==> config.mk <==
export PLATFORM = sky130hd
export DESIGN_NAME = sample_buffer_top
export DESIGN_NICKNAME = d
export VERILOG_FILES = /design/src/design/buffer_pkg.sv /design/src/design/cmd_decode.sv /design/src/design/capture_fsm.sv /design/src/design/sample_banks.sv /design/src/design/readout_engine.sv /design/src/design/sample_buffer_top.sv
export SDC_FILE = /design/constraint.sdc
export NUM_CORES = 1
export LEC_CHECK = 0
export BUFFER_PORTS_ARGS = -buffer_cell sky130_fd_sc_hd__buf_2
export CAP_MARGIN = 5
export CORE_ASPECT_RATIO = 0.9
export CORE_MARGIN = 2
export CORE_UTILIZATION = 32
export CTS_BUF_LIST = sky130_fd_sc_hd__clkbuf_4
export CTS_CLUSTER_DIAMETER = 150
export DETAILED_ROUTE_END_ITERATION = 8
export PLACE_DENSITY_LB_ADDON = 0.05
export RECOVER_POWER = 100
export SETUP_SLACK_MARGIN = 0.4
export SLEW_MARGIN = 20
export SYNTH_ARGS = -nofsm -noshare
export SYNTH_HDL_FRONTEND = slang
export SYNTH_SLANG_ARGS = --single-unit
export TNS_END_PERCENT = 10
==> constraint.sdc <==
create_clock -name ps_clk -period 4.1 [get_ports ps_clk]
set_input_delay 0.82 -clock ps_clk [delete_from_list [all_inputs] [get_ports ps_clk]]
set_output_delay 0.82 -clock ps_clk [all_outputs]
set_load 0.05 [all_outputs]
==> src/design/buffer_pkg.sv <==
/* sizes of the sample banks, command opcodes, capture FSM states
   and the command word with its two decode views */
package buffer_pkg;

  // bank geometry
  localparam int bank_depth  = 16;
  localparam int bank_aw     = 4;
  // one bank's depth count, 0 to 16
  localparam int depth_w     = 5;
  // write count over both banks, 0 to 32
  localparam int cnt_w       = depth_w + 1;
  localparam int total_depth = 2 * bank_depth;
  localparam int sample_w    = 16;

  // command opcodes
  localparam int op_w = 3;
  localparam int flag_w = 5;
  localparam logic [op_w-1:0] op_arm           = 3'd0;
  localparam logic [op_w-1:0] op_bank_mode     = 3'd1;
  localparam logic [op_w-1:0] op_capture_reset = 3'd2;
  localparam logic [op_w-1:0] op_readout_reset = 3'd3;
  localparam logic [op_w-1:0] op_readout_start = 3'd4;

  // command word, opcode always in the top three bits
  // ctl view: flag bit at the opcode's index confirms the command
  // cfg view: banking mode bit right below the opcode
  typedef union packed {
    struct packed {
      logic [op_w-1:0]   op;
      logic [flag_w-1:0] flags;
    } ctl;
    struct packed {
      logic [op_w-1:0] op;
      logic            mode;
      logic [3:0]      rsvd;
    } cfg;
  } cmd_word_u;

  // capture FSM states, also seen by the readout gate
  typedef enum logic [1:0] {
    cap_idle,
    cap_armed,
    cap_saving,
    cap_hold
  } cap_state_e;

endpackage

==> src/design/cmd_decode.sv <==
/* command decoder: strobed command word to registered control pulses,
   plus the banking mode register */
`timescale 1ns/1ps
module cmd_decode import buffer_pkg::*; (
  input  logic      ps_clk,
  input  logic      rst_i,
  input  logic      cmd_valid_i,
  input  cmd_word_u cmd_i,
  input  logic      cap_idle_i,
  output logic      arm_o,
  output logic      cap_rst_o,
  output logic      rd_rst_o,
  output logic      rd_start_o,
  output logic      bank_mode_o
);

  logic arm_q;
  logic cap_rst_q;
  logic rd_rst_q;
  logic rd_start_q;
  logic mode_q;

  always_ff @(posedge ps_clk) begin
    if (rst_i) begin
      arm_q      <= 1'b0;
      cap_rst_q  <= 1'b0;
      rd_rst_q   <= 1'b0;
      rd_start_q <= 1'b0;
      // one bank per channel out of reset
      mode_q     <= 1'b1;
    end else begin
      // pulses last a single cycle
      arm_q      <= 1'b0;
      cap_rst_q  <= 1'b0;
      rd_rst_q   <= 1'b0;
      rd_start_q <= 1'b0;
      if (cmd_valid_i) begin
        case (cmd_i.ctl.op)
          // flag commands need their confirm bit
          op_arm:           arm_q      <= cmd_i.ctl.flags[op_arm];
          op_capture_reset: cap_rst_q  <= cmd_i.ctl.flags[op_capture_reset];
          op_readout_reset: rd_rst_q   <= cmd_i.ctl.flags[op_readout_reset];
          op_readout_start: rd_start_q <= cmd_i.ctl.flags[op_readout_start];
          op_bank_mode: begin
            // mode only changes between captures
            if (cap_idle_i) begin
              mode_q <= cmd_i.cfg.mode;
            end
          end
          // unknown opcodes are dropped
          default: mode_q <= mode_q;
        endcase
      end
    end
  end

  assign arm_o       = arm_q;
  assign cap_rst_o   = cap_rst_q;
  assign rd_rst_o    = rd_rst_q;
  assign rd_start_o  = rd_start_q;
  assign bank_mode_o = mode_q;

endmodule

==> src/design/capture_fsm.sv <==
/* capture FSM: arm, start and stop control, bank write addressing,
   full detection and the one-shot depth report */
`timescale 1ns/1ps
module capture_fsm import buffer_pkg::*; (
  input  logic               ps_clk,
  input  logic               rst_i,
  input  logic               arm_i,
  input  logic               cap_rst_i,
  input  logic               bank_mode_i,
  input  logic               hw_start_i,
  input  logic               hw_stop_i,
  input  logic               sample_valid_i,
  output cap_state_e         state_o,
  output logic               we0_o,
  output logic               we1_o,
  output logic [bank_aw-1:0] waddr_o,
  output logic               wsel_o,
  output logic               full_o,
  output logic               depth_valid_o,
  output logic [depth_w-1:0] depth0_o,
  output logic [depth_w-1:0] depth1_o
);

  cap_state_e         state_q;
  cap_state_e         state_d;
  logic [cnt_w-1:0]   count_q;
  logic [cnt_w-1:0]   count_nxt;
  logic [cnt_w-1:0]   limit;
  logic               wr;
  logic               fill;
  logic               first_hold;
  logic               reported_q;
  logic               full_q;
  logic               depth_valid_q;
  logic [depth_w-1:0] depth0_q;
  logic [depth_w-1:0] depth1_q;
  logic [depth_w-1:0] split0;
  logic [depth_w-1:0] split1;

  // a sample pair is stored on every valid cycle while saving
  assign wr        = (state_q == cap_saving) && sample_valid_i;
  assign count_nxt = count_q + cnt_w'(1);
  // mode 0 chains both banks for channel 0
  assign limit     = bank_mode_i ? cnt_w'(bank_depth) : cnt_w'(total_depth);
  assign fill      = wr && (count_nxt == limit);
  // first cycle spent in hold since the last capture reset
  assign first_hold = (state_q == cap_hold) && !reported_q;

  always_comb begin
    state_d = state_q;
    case (state_q)
      cap_idle:   if (arm_i) state_d = cap_armed;
      cap_armed:  if (hw_start_i) state_d = cap_saving;
      // the filling write still lands before hold
      cap_saving: if (hw_stop_i || fill) state_d = cap_hold;
      // hold only leaves through capture reset
      default:    state_d = state_q;
    endcase
  end

  // per-bank depths from the single write count
  always_comb begin
    if (bank_mode_i) begin
      split0 = count_q[depth_w-1:0];
      split1 = count_q[depth_w-1:0];
    end else if (count_q >= cnt_w'(bank_depth)) begin
      split0 = depth_w'(bank_depth);
      split1 = depth_w'(count_q - cnt_w'(bank_depth));
    end else begin
      split0 = count_q[depth_w-1:0];
      split1 = '0;
    end
  end

  always_ff @(posedge ps_clk) begin
    if (rst_i || cap_rst_i) begin
      state_q       <= cap_idle;
      count_q       <= '0;
      full_q        <= 1'b0;
      reported_q    <= 1'b0;
      depth_valid_q <= 1'b0;
      depth0_q      <= '0;
      depth1_q      <= '0;
    end else begin
      state_q <= state_d;
      if (wr) begin
        count_q <= count_nxt;
      end
      // full sticks until capture reset
      if (fill) begin
        full_q <= 1'b1;
      end
      // depth report fires once, a cycle after entering hold
      depth_valid_q <= first_hold;
      if (first_hold) begin
        reported_q <= 1'b1;
        depth0_q   <= split0;
        depth1_q   <= split1;
      end
    end
  end

  // mode 1 writes both banks at one address, mode 0 picks the bank by count msb
  assign we0_o   = wr && (bank_mode_i || !count_q[bank_aw]);
  assign we1_o   = wr && (bank_mode_i || count_q[bank_aw]);
  assign waddr_o = count_q[bank_aw-1:0];
  // steer channel 0 into bank 1 in mode 0
  assign wsel_o  = !bank_mode_i;

  assign state_o       = state_q;
  assign full_o        = full_q;
  assign depth_valid_o = depth_valid_q;
  assign depth0_o      = depth0_q;
  assign depth1_o      = depth1_q;

endmodule

==> src/design/sample_banks.sv <==
/* two sample memories with write-side channel steering
   and a registered, bank-muxed read port */
`timescale 1ns/1ps
module sample_banks import buffer_pkg::*; (
  input  logic                ps_clk,
  input  logic                we0_i,
  input  logic                we1_i,
  input  logic [bank_aw-1:0]  waddr_i,
  input  logic                wsel_i,
  input  logic [sample_w-1:0] ch0_i,
  input  logic [sample_w-1:0] ch1_i,
  input  logic [bank_aw-1:0]  raddr_i,
  input  logic                rsel_i,
  output logic [sample_w-1:0] rdata_o
);

  // bank index first, then sample address
  logic [sample_w-1:0] mem [2][bank_depth];
  logic [sample_w-1:0] wdata [2];
  logic [1:0]          we;
  logic [sample_w-1:0] rdata_q;

  // bank 0 always holds channel 0
  assign wdata[0] = ch0_i;
  // bank 1 holds channel 1, or the upper half of channel 0 in mode 0
  assign wdata[1] = wsel_i ? ch0_i : ch1_i;
  assign we       = {we1_i, we0_i};

  // same write port for both banks
  for (genvar b = 0; b < 2; b++) begin : g_bank
    always_ff @(posedge ps_clk) begin
      if (we[b]) begin
        mem[b][waddr_i] <= wdata[b];
      end
    end
  end

  // one cycle read latency
  always_ff @(posedge ps_clk) begin
    rdata_q <= mem[rsel_i][raddr_i];
  end

  assign rdata_o = rdata_q;

endmodule

==> src/design/readout_engine.sv <==
/* readout sequencer: walks bank 0 then bank 1 up to their depths
   and tracks the registered read with a valid and last stage */
`timescale 1ns/1ps
module readout_engine import buffer_pkg::*; (
  input  logic                ps_clk,
  input  logic                rst_i,
  input  logic                start_i,
  input  logic                rst_rd_i,
  input  logic                cap_rst_i,
  input  cap_state_e          state_i,
  input  logic [depth_w-1:0]  depth0_i,
  input  logic [depth_w-1:0]  depth1_i,
  input  logic [sample_w-1:0] rdata_i,
  output logic [bank_aw-1:0]  raddr_o,
  output logic                rsel_o,
  output logic                rd_valid_o,
  output logic [sample_w-1:0] rd_data_o,
  output logic                rd_last_o,
  output logic                rd_busy_o
);

  logic               issue_q;
  logic               issue_last_q;
  logic               valid_q;
  logic               last_q;
  logic               rsel_q;
  logic [bank_aw-1:0] raddr_q;
  logic [cnt_w-1:0]   total;
  logic [depth_w-1:0] end0;
  logic [depth_w-1:0] end1;
  logic               go;
  logic               adv;
  logic               next_sel;
  logic [bank_aw-1:0] next_addr;
  logic               next_last;

  // last address of each bank
  assign end0  = depth0_i - depth_w'(1);
  assign end1  = depth1_i - depth_w'(1);
  assign total = cnt_w'(depth0_i) + cnt_w'(depth1_i);

  // only start from hold with something stored, and not mid-stream
  assign go  = start_i && (state_i == cap_hold) && (total != '0) && !rd_busy_o;
  // load the first address on start, step until the last one is issued
  assign adv = go || (issue_q && !issue_last_q);

  always_comb begin
    if (!issue_q) begin
      // empty bank 0 goes straight to bank 1
      next_sel  = (depth0_i == '0);
      next_addr = '0;
    end else if (!rsel_q && (depth_w'(raddr_q) == end0)) begin
      next_sel  = 1'b1;
      next_addr = '0;
    end else begin
      next_sel  = rsel_q;
      next_addr = raddr_q + bank_aw'(1);
    end
    // bank 0 ends the stream only when bank 1 is empty
    if (next_sel) begin
      next_last = (depth_w'(next_addr) == end1);
    end else begin
      next_last = (depth_w'(next_addr) == end0) && (depth1_i == '0);
    end
  end

  always_ff @(posedge ps_clk) begin
    if (rst_i || rst_rd_i || cap_rst_i) begin
      issue_q      <= 1'b0;
      issue_last_q <= 1'b0;
      valid_q      <= 1'b0;
      last_q       <= 1'b0;
    end else begin
      // valid and last follow the read address by one cycle
      valid_q <= issue_q;
      last_q  <= issue_q && issue_last_q;
      if (adv) begin
        issue_q      <= 1'b1;
        issue_last_q <= next_last;
      end else begin
        issue_q <= 1'b0;
      end
    end
  end

  // read address registers
  always_ff @(posedge ps_clk) begin
    if (adv) begin
      rsel_q  <= next_sel;
      raddr_q <= next_addr;
    end
  end

  assign raddr_o    = raddr_q;
  assign rsel_o     = rsel_q;
  assign rd_valid_o = valid_q;
  assign rd_last_o  = last_q;
  // bank read port is already registered
  assign rd_data_o  = rdata_i;
  assign rd_busy_o  = issue_q || valid_q;

endmodule

==> src/design/sample_buffer_top.sv <==
/* capture buffer top: command decode, capture FSM,
   sample banks and readout engine */
`timescale 1ns/1ps
module sample_buffer_top import buffer_pkg::*; (
  input  logic                ps_clk,
  input  logic                rst_i,
  input  logic                cmd_valid_i,
  input  cmd_word_u           cmd_i,
  input  logic                hw_start_i,
  input  logic                hw_stop_i,
  input  logic                sample_valid_i,
  input  logic [sample_w-1:0] ch0_i,
  input  logic [sample_w-1:0] ch1_i,
  output logic                full_o,
  output logic                depth_valid_o,
  output logic [depth_w-1:0]  depth0_o,
  output logic [depth_w-1:0]  depth1_o,
  output logic                rd_valid_o,
  output logic [sample_w-1:0] rd_data_o,
  output logic                rd_last_o,
  output logic                rd_busy_o
);

  // decode to execute
  logic arm_p;
  logic cap_rst_p;
  logic rd_rst_p;
  logic rd_start_p;
  logic bank_mode;
  // execute to banks
  cap_state_e         state;
  logic               we0;
  logic               we1;
  logic [bank_aw-1:0] waddr;
  logic               wsel;
  // result to banks
  logic [bank_aw-1:0]  raddr;
  logic                rsel;
  logic [sample_w-1:0] rdata;

  // banking mode is locked once capture leaves idle
  wire cap_idle_w = (state == cap_idle);

  cmd_decode u_decode (
    .ps_clk      (ps_clk),
    .rst_i       (rst_i),
    .cmd_valid_i (cmd_valid_i),
    .cmd_i       (cmd_i),
    .cap_idle_i  (cap_idle_w),
    .arm_o       (arm_p),
    .cap_rst_o   (cap_rst_p),
    .rd_rst_o    (rd_rst_p),
    .rd_start_o  (rd_start_p),
    .bank_mode_o (bank_mode)
  );

  capture_fsm u_capture (
    .ps_clk         (ps_clk),
    .rst_i          (rst_i),
    .arm_i          (arm_p),
    .cap_rst_i      (cap_rst_p),
    .bank_mode_i    (bank_mode),
    .hw_start_i     (hw_start_i),
    .hw_stop_i      (hw_stop_i),
    .sample_valid_i (sample_valid_i),
    .state_o        (state),
    .we0_o          (we0),
    .we1_o          (we1),
    .waddr_o        (waddr),
    .wsel_o         (wsel),
    .full_o         (full_o),
    .depth_valid_o  (depth_valid_o),
    .depth0_o       (depth0_o),
    .depth1_o       (depth1_o)
  );

  sample_banks u_banks (
    .ps_clk  (ps_clk),
    .we0_i   (we0),
    .we1_i   (we1),
    .waddr_i (waddr),
    .wsel_i  (wsel),
    .ch0_i   (ch0_i),
    .ch1_i   (ch1_i),
    .raddr_i (raddr),
    .rsel_i  (rsel),
    .rdata_o (rdata)
  );

  readout_engine u_readout (
    .ps_clk     (ps_clk),
    .rst_i      (rst_i),
    .start_i    (rd_start_p),
    .rst_rd_i   (rd_rst_p),
    .cap_rst_i  (cap_rst_p),
    .state_i    (state),
    .depth0_i   (depth0_o),
    .depth1_i   (depth1_o),
    .rdata_i    (rdata),
    .raddr_o    (raddr),
    .rsel_o     (rsel),
    .rd_valid_o (rd_valid_o),
    .rd_data_o  (rd_data_o),
    .rd_last_o  (rd_last_o),
    .rd_busy_o  (rd_busy_o)
  );

endmodule

==> metrics.csv <==
stage,metric,value,unit
yosys,synth_common_cells,"edfxtp_1 (517), mux4_2 (104), mux2i_1 (84)",
place,gp_congestion,0.751,
global_routing,grt_max_degree,39,
yosys,synth_seq_cells,564,
global_routing,grt_pass1_wl,93.6,mm
min_path,whs_path_depth,2,
timing,min_period_over_period,0.835,
floorplan,coreArea,68900,um^2
finish,area_delta_synth_final,16.8,%
drt,drt-wirelength-per-cell,27.0,um
floorplan,die_area,72000,um^2
floorplan,die_y,255,um
timing,worstMarginPinSlew,1900,ps
setup_path,rrSetupSlack,670,ps
timing,setup_viol,0,
setup_path,critPathKind,reg -> reg,
yosys,synth_ff_type,edfxtp_1,
timing,tns,0,ps
clock_tree,cts_root_buf,clkbuf_4,
timing,max_freq,292,MHz
yosys,yosysMostFrequentCell,edfxtp_1,
outcome,status,"complete, but fails checks",
floorplan,die_w,283,um
setup_path,rr_startpoint,u_decode.bank_mode_o,
drt,drcViolationCount,0,
setup_path,r2r_end,u_banks.mem[1][221],
yosys,yosysUniqueCellTypes,64,
yosys,synthArstFlopShare,0,
min_path,hp-class,in -> reg,
yosys,postSynthCellCount,1188,
global_routing,grt_pass1_vias,12744,
setup_path,endpoint_kind,flop,
clock_tree,clkTransAtPathRegs,60,ps
timing,relSlewSlack,-0.266,
drt,num_vias,12159,
yosys,synthesis.area,22400,um^2
clock_tree,post_cts_buffers,0,
min_path,holdPathEnd,u_decode.bank_mode_o,
setup_path,critical_path.cell_chain,nor2_1 > nor2_1 > nand2_1 > nor2_2 > clkbuf_1,
yosys,yosys_warnings,0,
clock_tree,cts_sinks,564,
place,io_buffers,75,
setup_path,timing.critical_path.mode_cell,nor2_1,
min_path,hold_start,cmd_i[4],
drt,wl,66.6,mm
clock_tree,cts_tree,yes,
yosys,synth_area_per_cell,18.8,um^2
setup_path,critPathLaunchType,flop,
setup_path,cpPeakStageDelay,1360,ps
floorplan,initial_core_util,0.325,
clock_tree,h-tree-depth,4,
floorplan,std_cell_rows,91,
power,vdd_drop_max,0.191,mV
timing,rsz0062_at_grt,false,
timing,fin_crit,3430,ps
setup_path,worstPathRequired,4620,ps
yosys,synth_edf_count,517,
yosys,synth_area_leaders,"edfxtp_1 (69%), mux4_2 (10%), dfxtp_1 (4.2%)",
setup_path,crit_fanout,25,
yosys,ys_seq_area_frac,0.736,
finish,nNetsFinal,1484,
power,pwr_density_cell,445,nW/um^2
drt,drt_iter0_drc,850,
finish,fin_cells,2464,
finish,fillCellCount,6500,
timing,fin_hold_ws,127,ps
finish,layout-drive-gt1-share,0.298,
setup_path,crit_slowest_cell,clkbuf_1,
drt,drt_first_pass_iters,6,
run,cap_violations,9,
outcome,violations,"max-capacitance violations, max-slew violations",
clock_tree,cts_buffer_depth,3,
yosys,synth_top_area_frac,0.694,
yosys,synth_largest_area_cell,edfxtp_1,
place,dpl.cell_count,2190,
clock_tree,cts_made_buffers,152,
drt,vias_per_cell,4.93,
clock_tree,clk_latency,970,ps
yosys,synth_nets,1253,
clock_tree,cts_resized,0,
timing,final_max_slew_viol_count,152,
global_routing,track_usage,0.190,
global_routing,antenna_found_initial,7,
clock_tree,holdBufCountCts,5,
setup_path,critPathArrivalTime,3940,ps
place,hpwl,39.4,mm
drt,antenna_left,0,
power,p_leak,0.00870,uW
setup_path,reg2regPathDepth,5,
timing,fin_skew,52.1,ps
timing,finalHoldViolations,0,
global_routing,grt_remaining_overflow,0,
floorplan,top_level_ports,77,
==> cell usage in the layout (no fill, tap or decap), drive strengths merged, types with 5 or more instances in the layout <==
cell | netlist | final
and3 | 7 | 7
ha | 18 | 18
dlygate4sd3 | 0 | 5
inv | 20 | 24
nor3 | 9 | 9
a21oi | 27 | 27
a211oi | 5 | 5
mux2 | 17 | 17
o21ai | 26 | 26
nand2b | 9 | 9
dfxtp | 47 | 47
nand2 | 28 | 28
mux2i | 84 | 84
xnor2 | 9 | 9
a22oi | 8 | 8
and2 | 5 | 5
o221ai | 12 | 12
edfxtp | 517 | 517
nand3 | 7 | 7
clkbuf | 38 | 314
nor2 | 71 | 71
o31a | 11 | 11
xor2 | 13 | 13
buf | 27 | 64
diode | 0 | 6
nor4 | 5 | 5
o22ai | 17 | 17
clkinv | 0 | 15
mux4 | 104 | 104
==> cell families (layout without fill, tap and decap cells) <==
family | count (synthesis) | in the layout | synth area share
buffers and inverters | 85 | 425 | 0.0159
multiplexers | 205 | 205 | 0.151
XOR/XNOR | 24 | 24 | 0.0107
other | 0 | 6 | 0
AO/OA/AOI/OAI | 128 | 128 | 0.0396
flip-flops | 564 | 564 | 0.736
AND/OR/NAND/NOR | 163 | 163 | 0.0356
adder cells (fa/ha/maj) | 19 | 19 | 0.0110
==> power by group <==
group | switching, uW | internal (uW) | leakage [uW]
clock | 2300 | 2760 | 0.00118
sequential | 16.0 | 6310 | 0.00503
combinational | 179 | 46.7 | 0.00249
==> metrics by stage <==
step                 util  instance area [um^2]  setup WS [ps]  total power, uW
finish              0.379                 26100            675            11600
global route        0.379                 26100            459            12200
CTS                 0.382                 26300            975            11800
detailed placement  0.353                 24300           1000             6680
global placement    0.353                 24300           1030             6680
floorplan               -                 22400           1320             6530
==> critical path: cells and delay by family, from the launching register on <==
kind                   cells  cell delay, ps
buffers and inverters      1            1360
DFF                        1             870
and+or+nand+nor            4             720
==> routing by layer <==
metal	vias to the layer above	track usage	wire length, um
li1	5366	-	-
met1	6365	0.263	31500
met2	329	0.290	30300
met3	97	0.0507	3620
met4	2	0.0624	1190
met5	-	0	10
==> cell type report <==
| type | instances | area, um^2 | area share |
|---|---|---|---|
| flip-flops and latches | 564 | 16500 | 0.630 |
| multi-input cells | 539 | 5600 | 0.214 |
| clock buffers | 241 | 1810 | 0.0693 |
| well taps | 930 | 1160 | 0.0445 |
| repair buffers | 142 | 857 | 0.0328 |
| clock inverters | 22 | 140 | 0.00536 |
| inverters | 20 | 75.1 | 0.00287 |
| diodes | 6 | 15.0 | 0.000575 |
==> sequential cells by signal (all words and copies together), names as in the netlist, 2 cells and up, named ones only <==
register and cells:
u_banks.mem 512, u_banks.rdata_o 16, u_capture.count_q 6, u_capture.depth0_o 5
u_capture.depth1_o 5, u_capture.state_o 2, u_readout.raddr_o 4
==> how the worst max path moves through the flow <==
stage          cells past startpoint                     end  slack (ps)             startpoint
4_1_cts                            5     u_banks.mem[0][166]         980   u_decode.bank_mode_o
5_1_grt                            6      u_banks.rdata_o[8]         460                   flop
3_5_place_dp                       5     u_banks.mem[0][172]        1000   u_decode.bank_mode_o
2_1_floorplan                      9  u_readout.issue_last_q        1320  u_capture.depth0_o[0]
6_report                           5     u_banks.mem[1][221]         670   u_decode.bank_mode_o
3_3_place_gp                       5     u_banks.mem[0][172]        1030   u_decode.bank_mode_o
(Power assumes the default switching activity.)
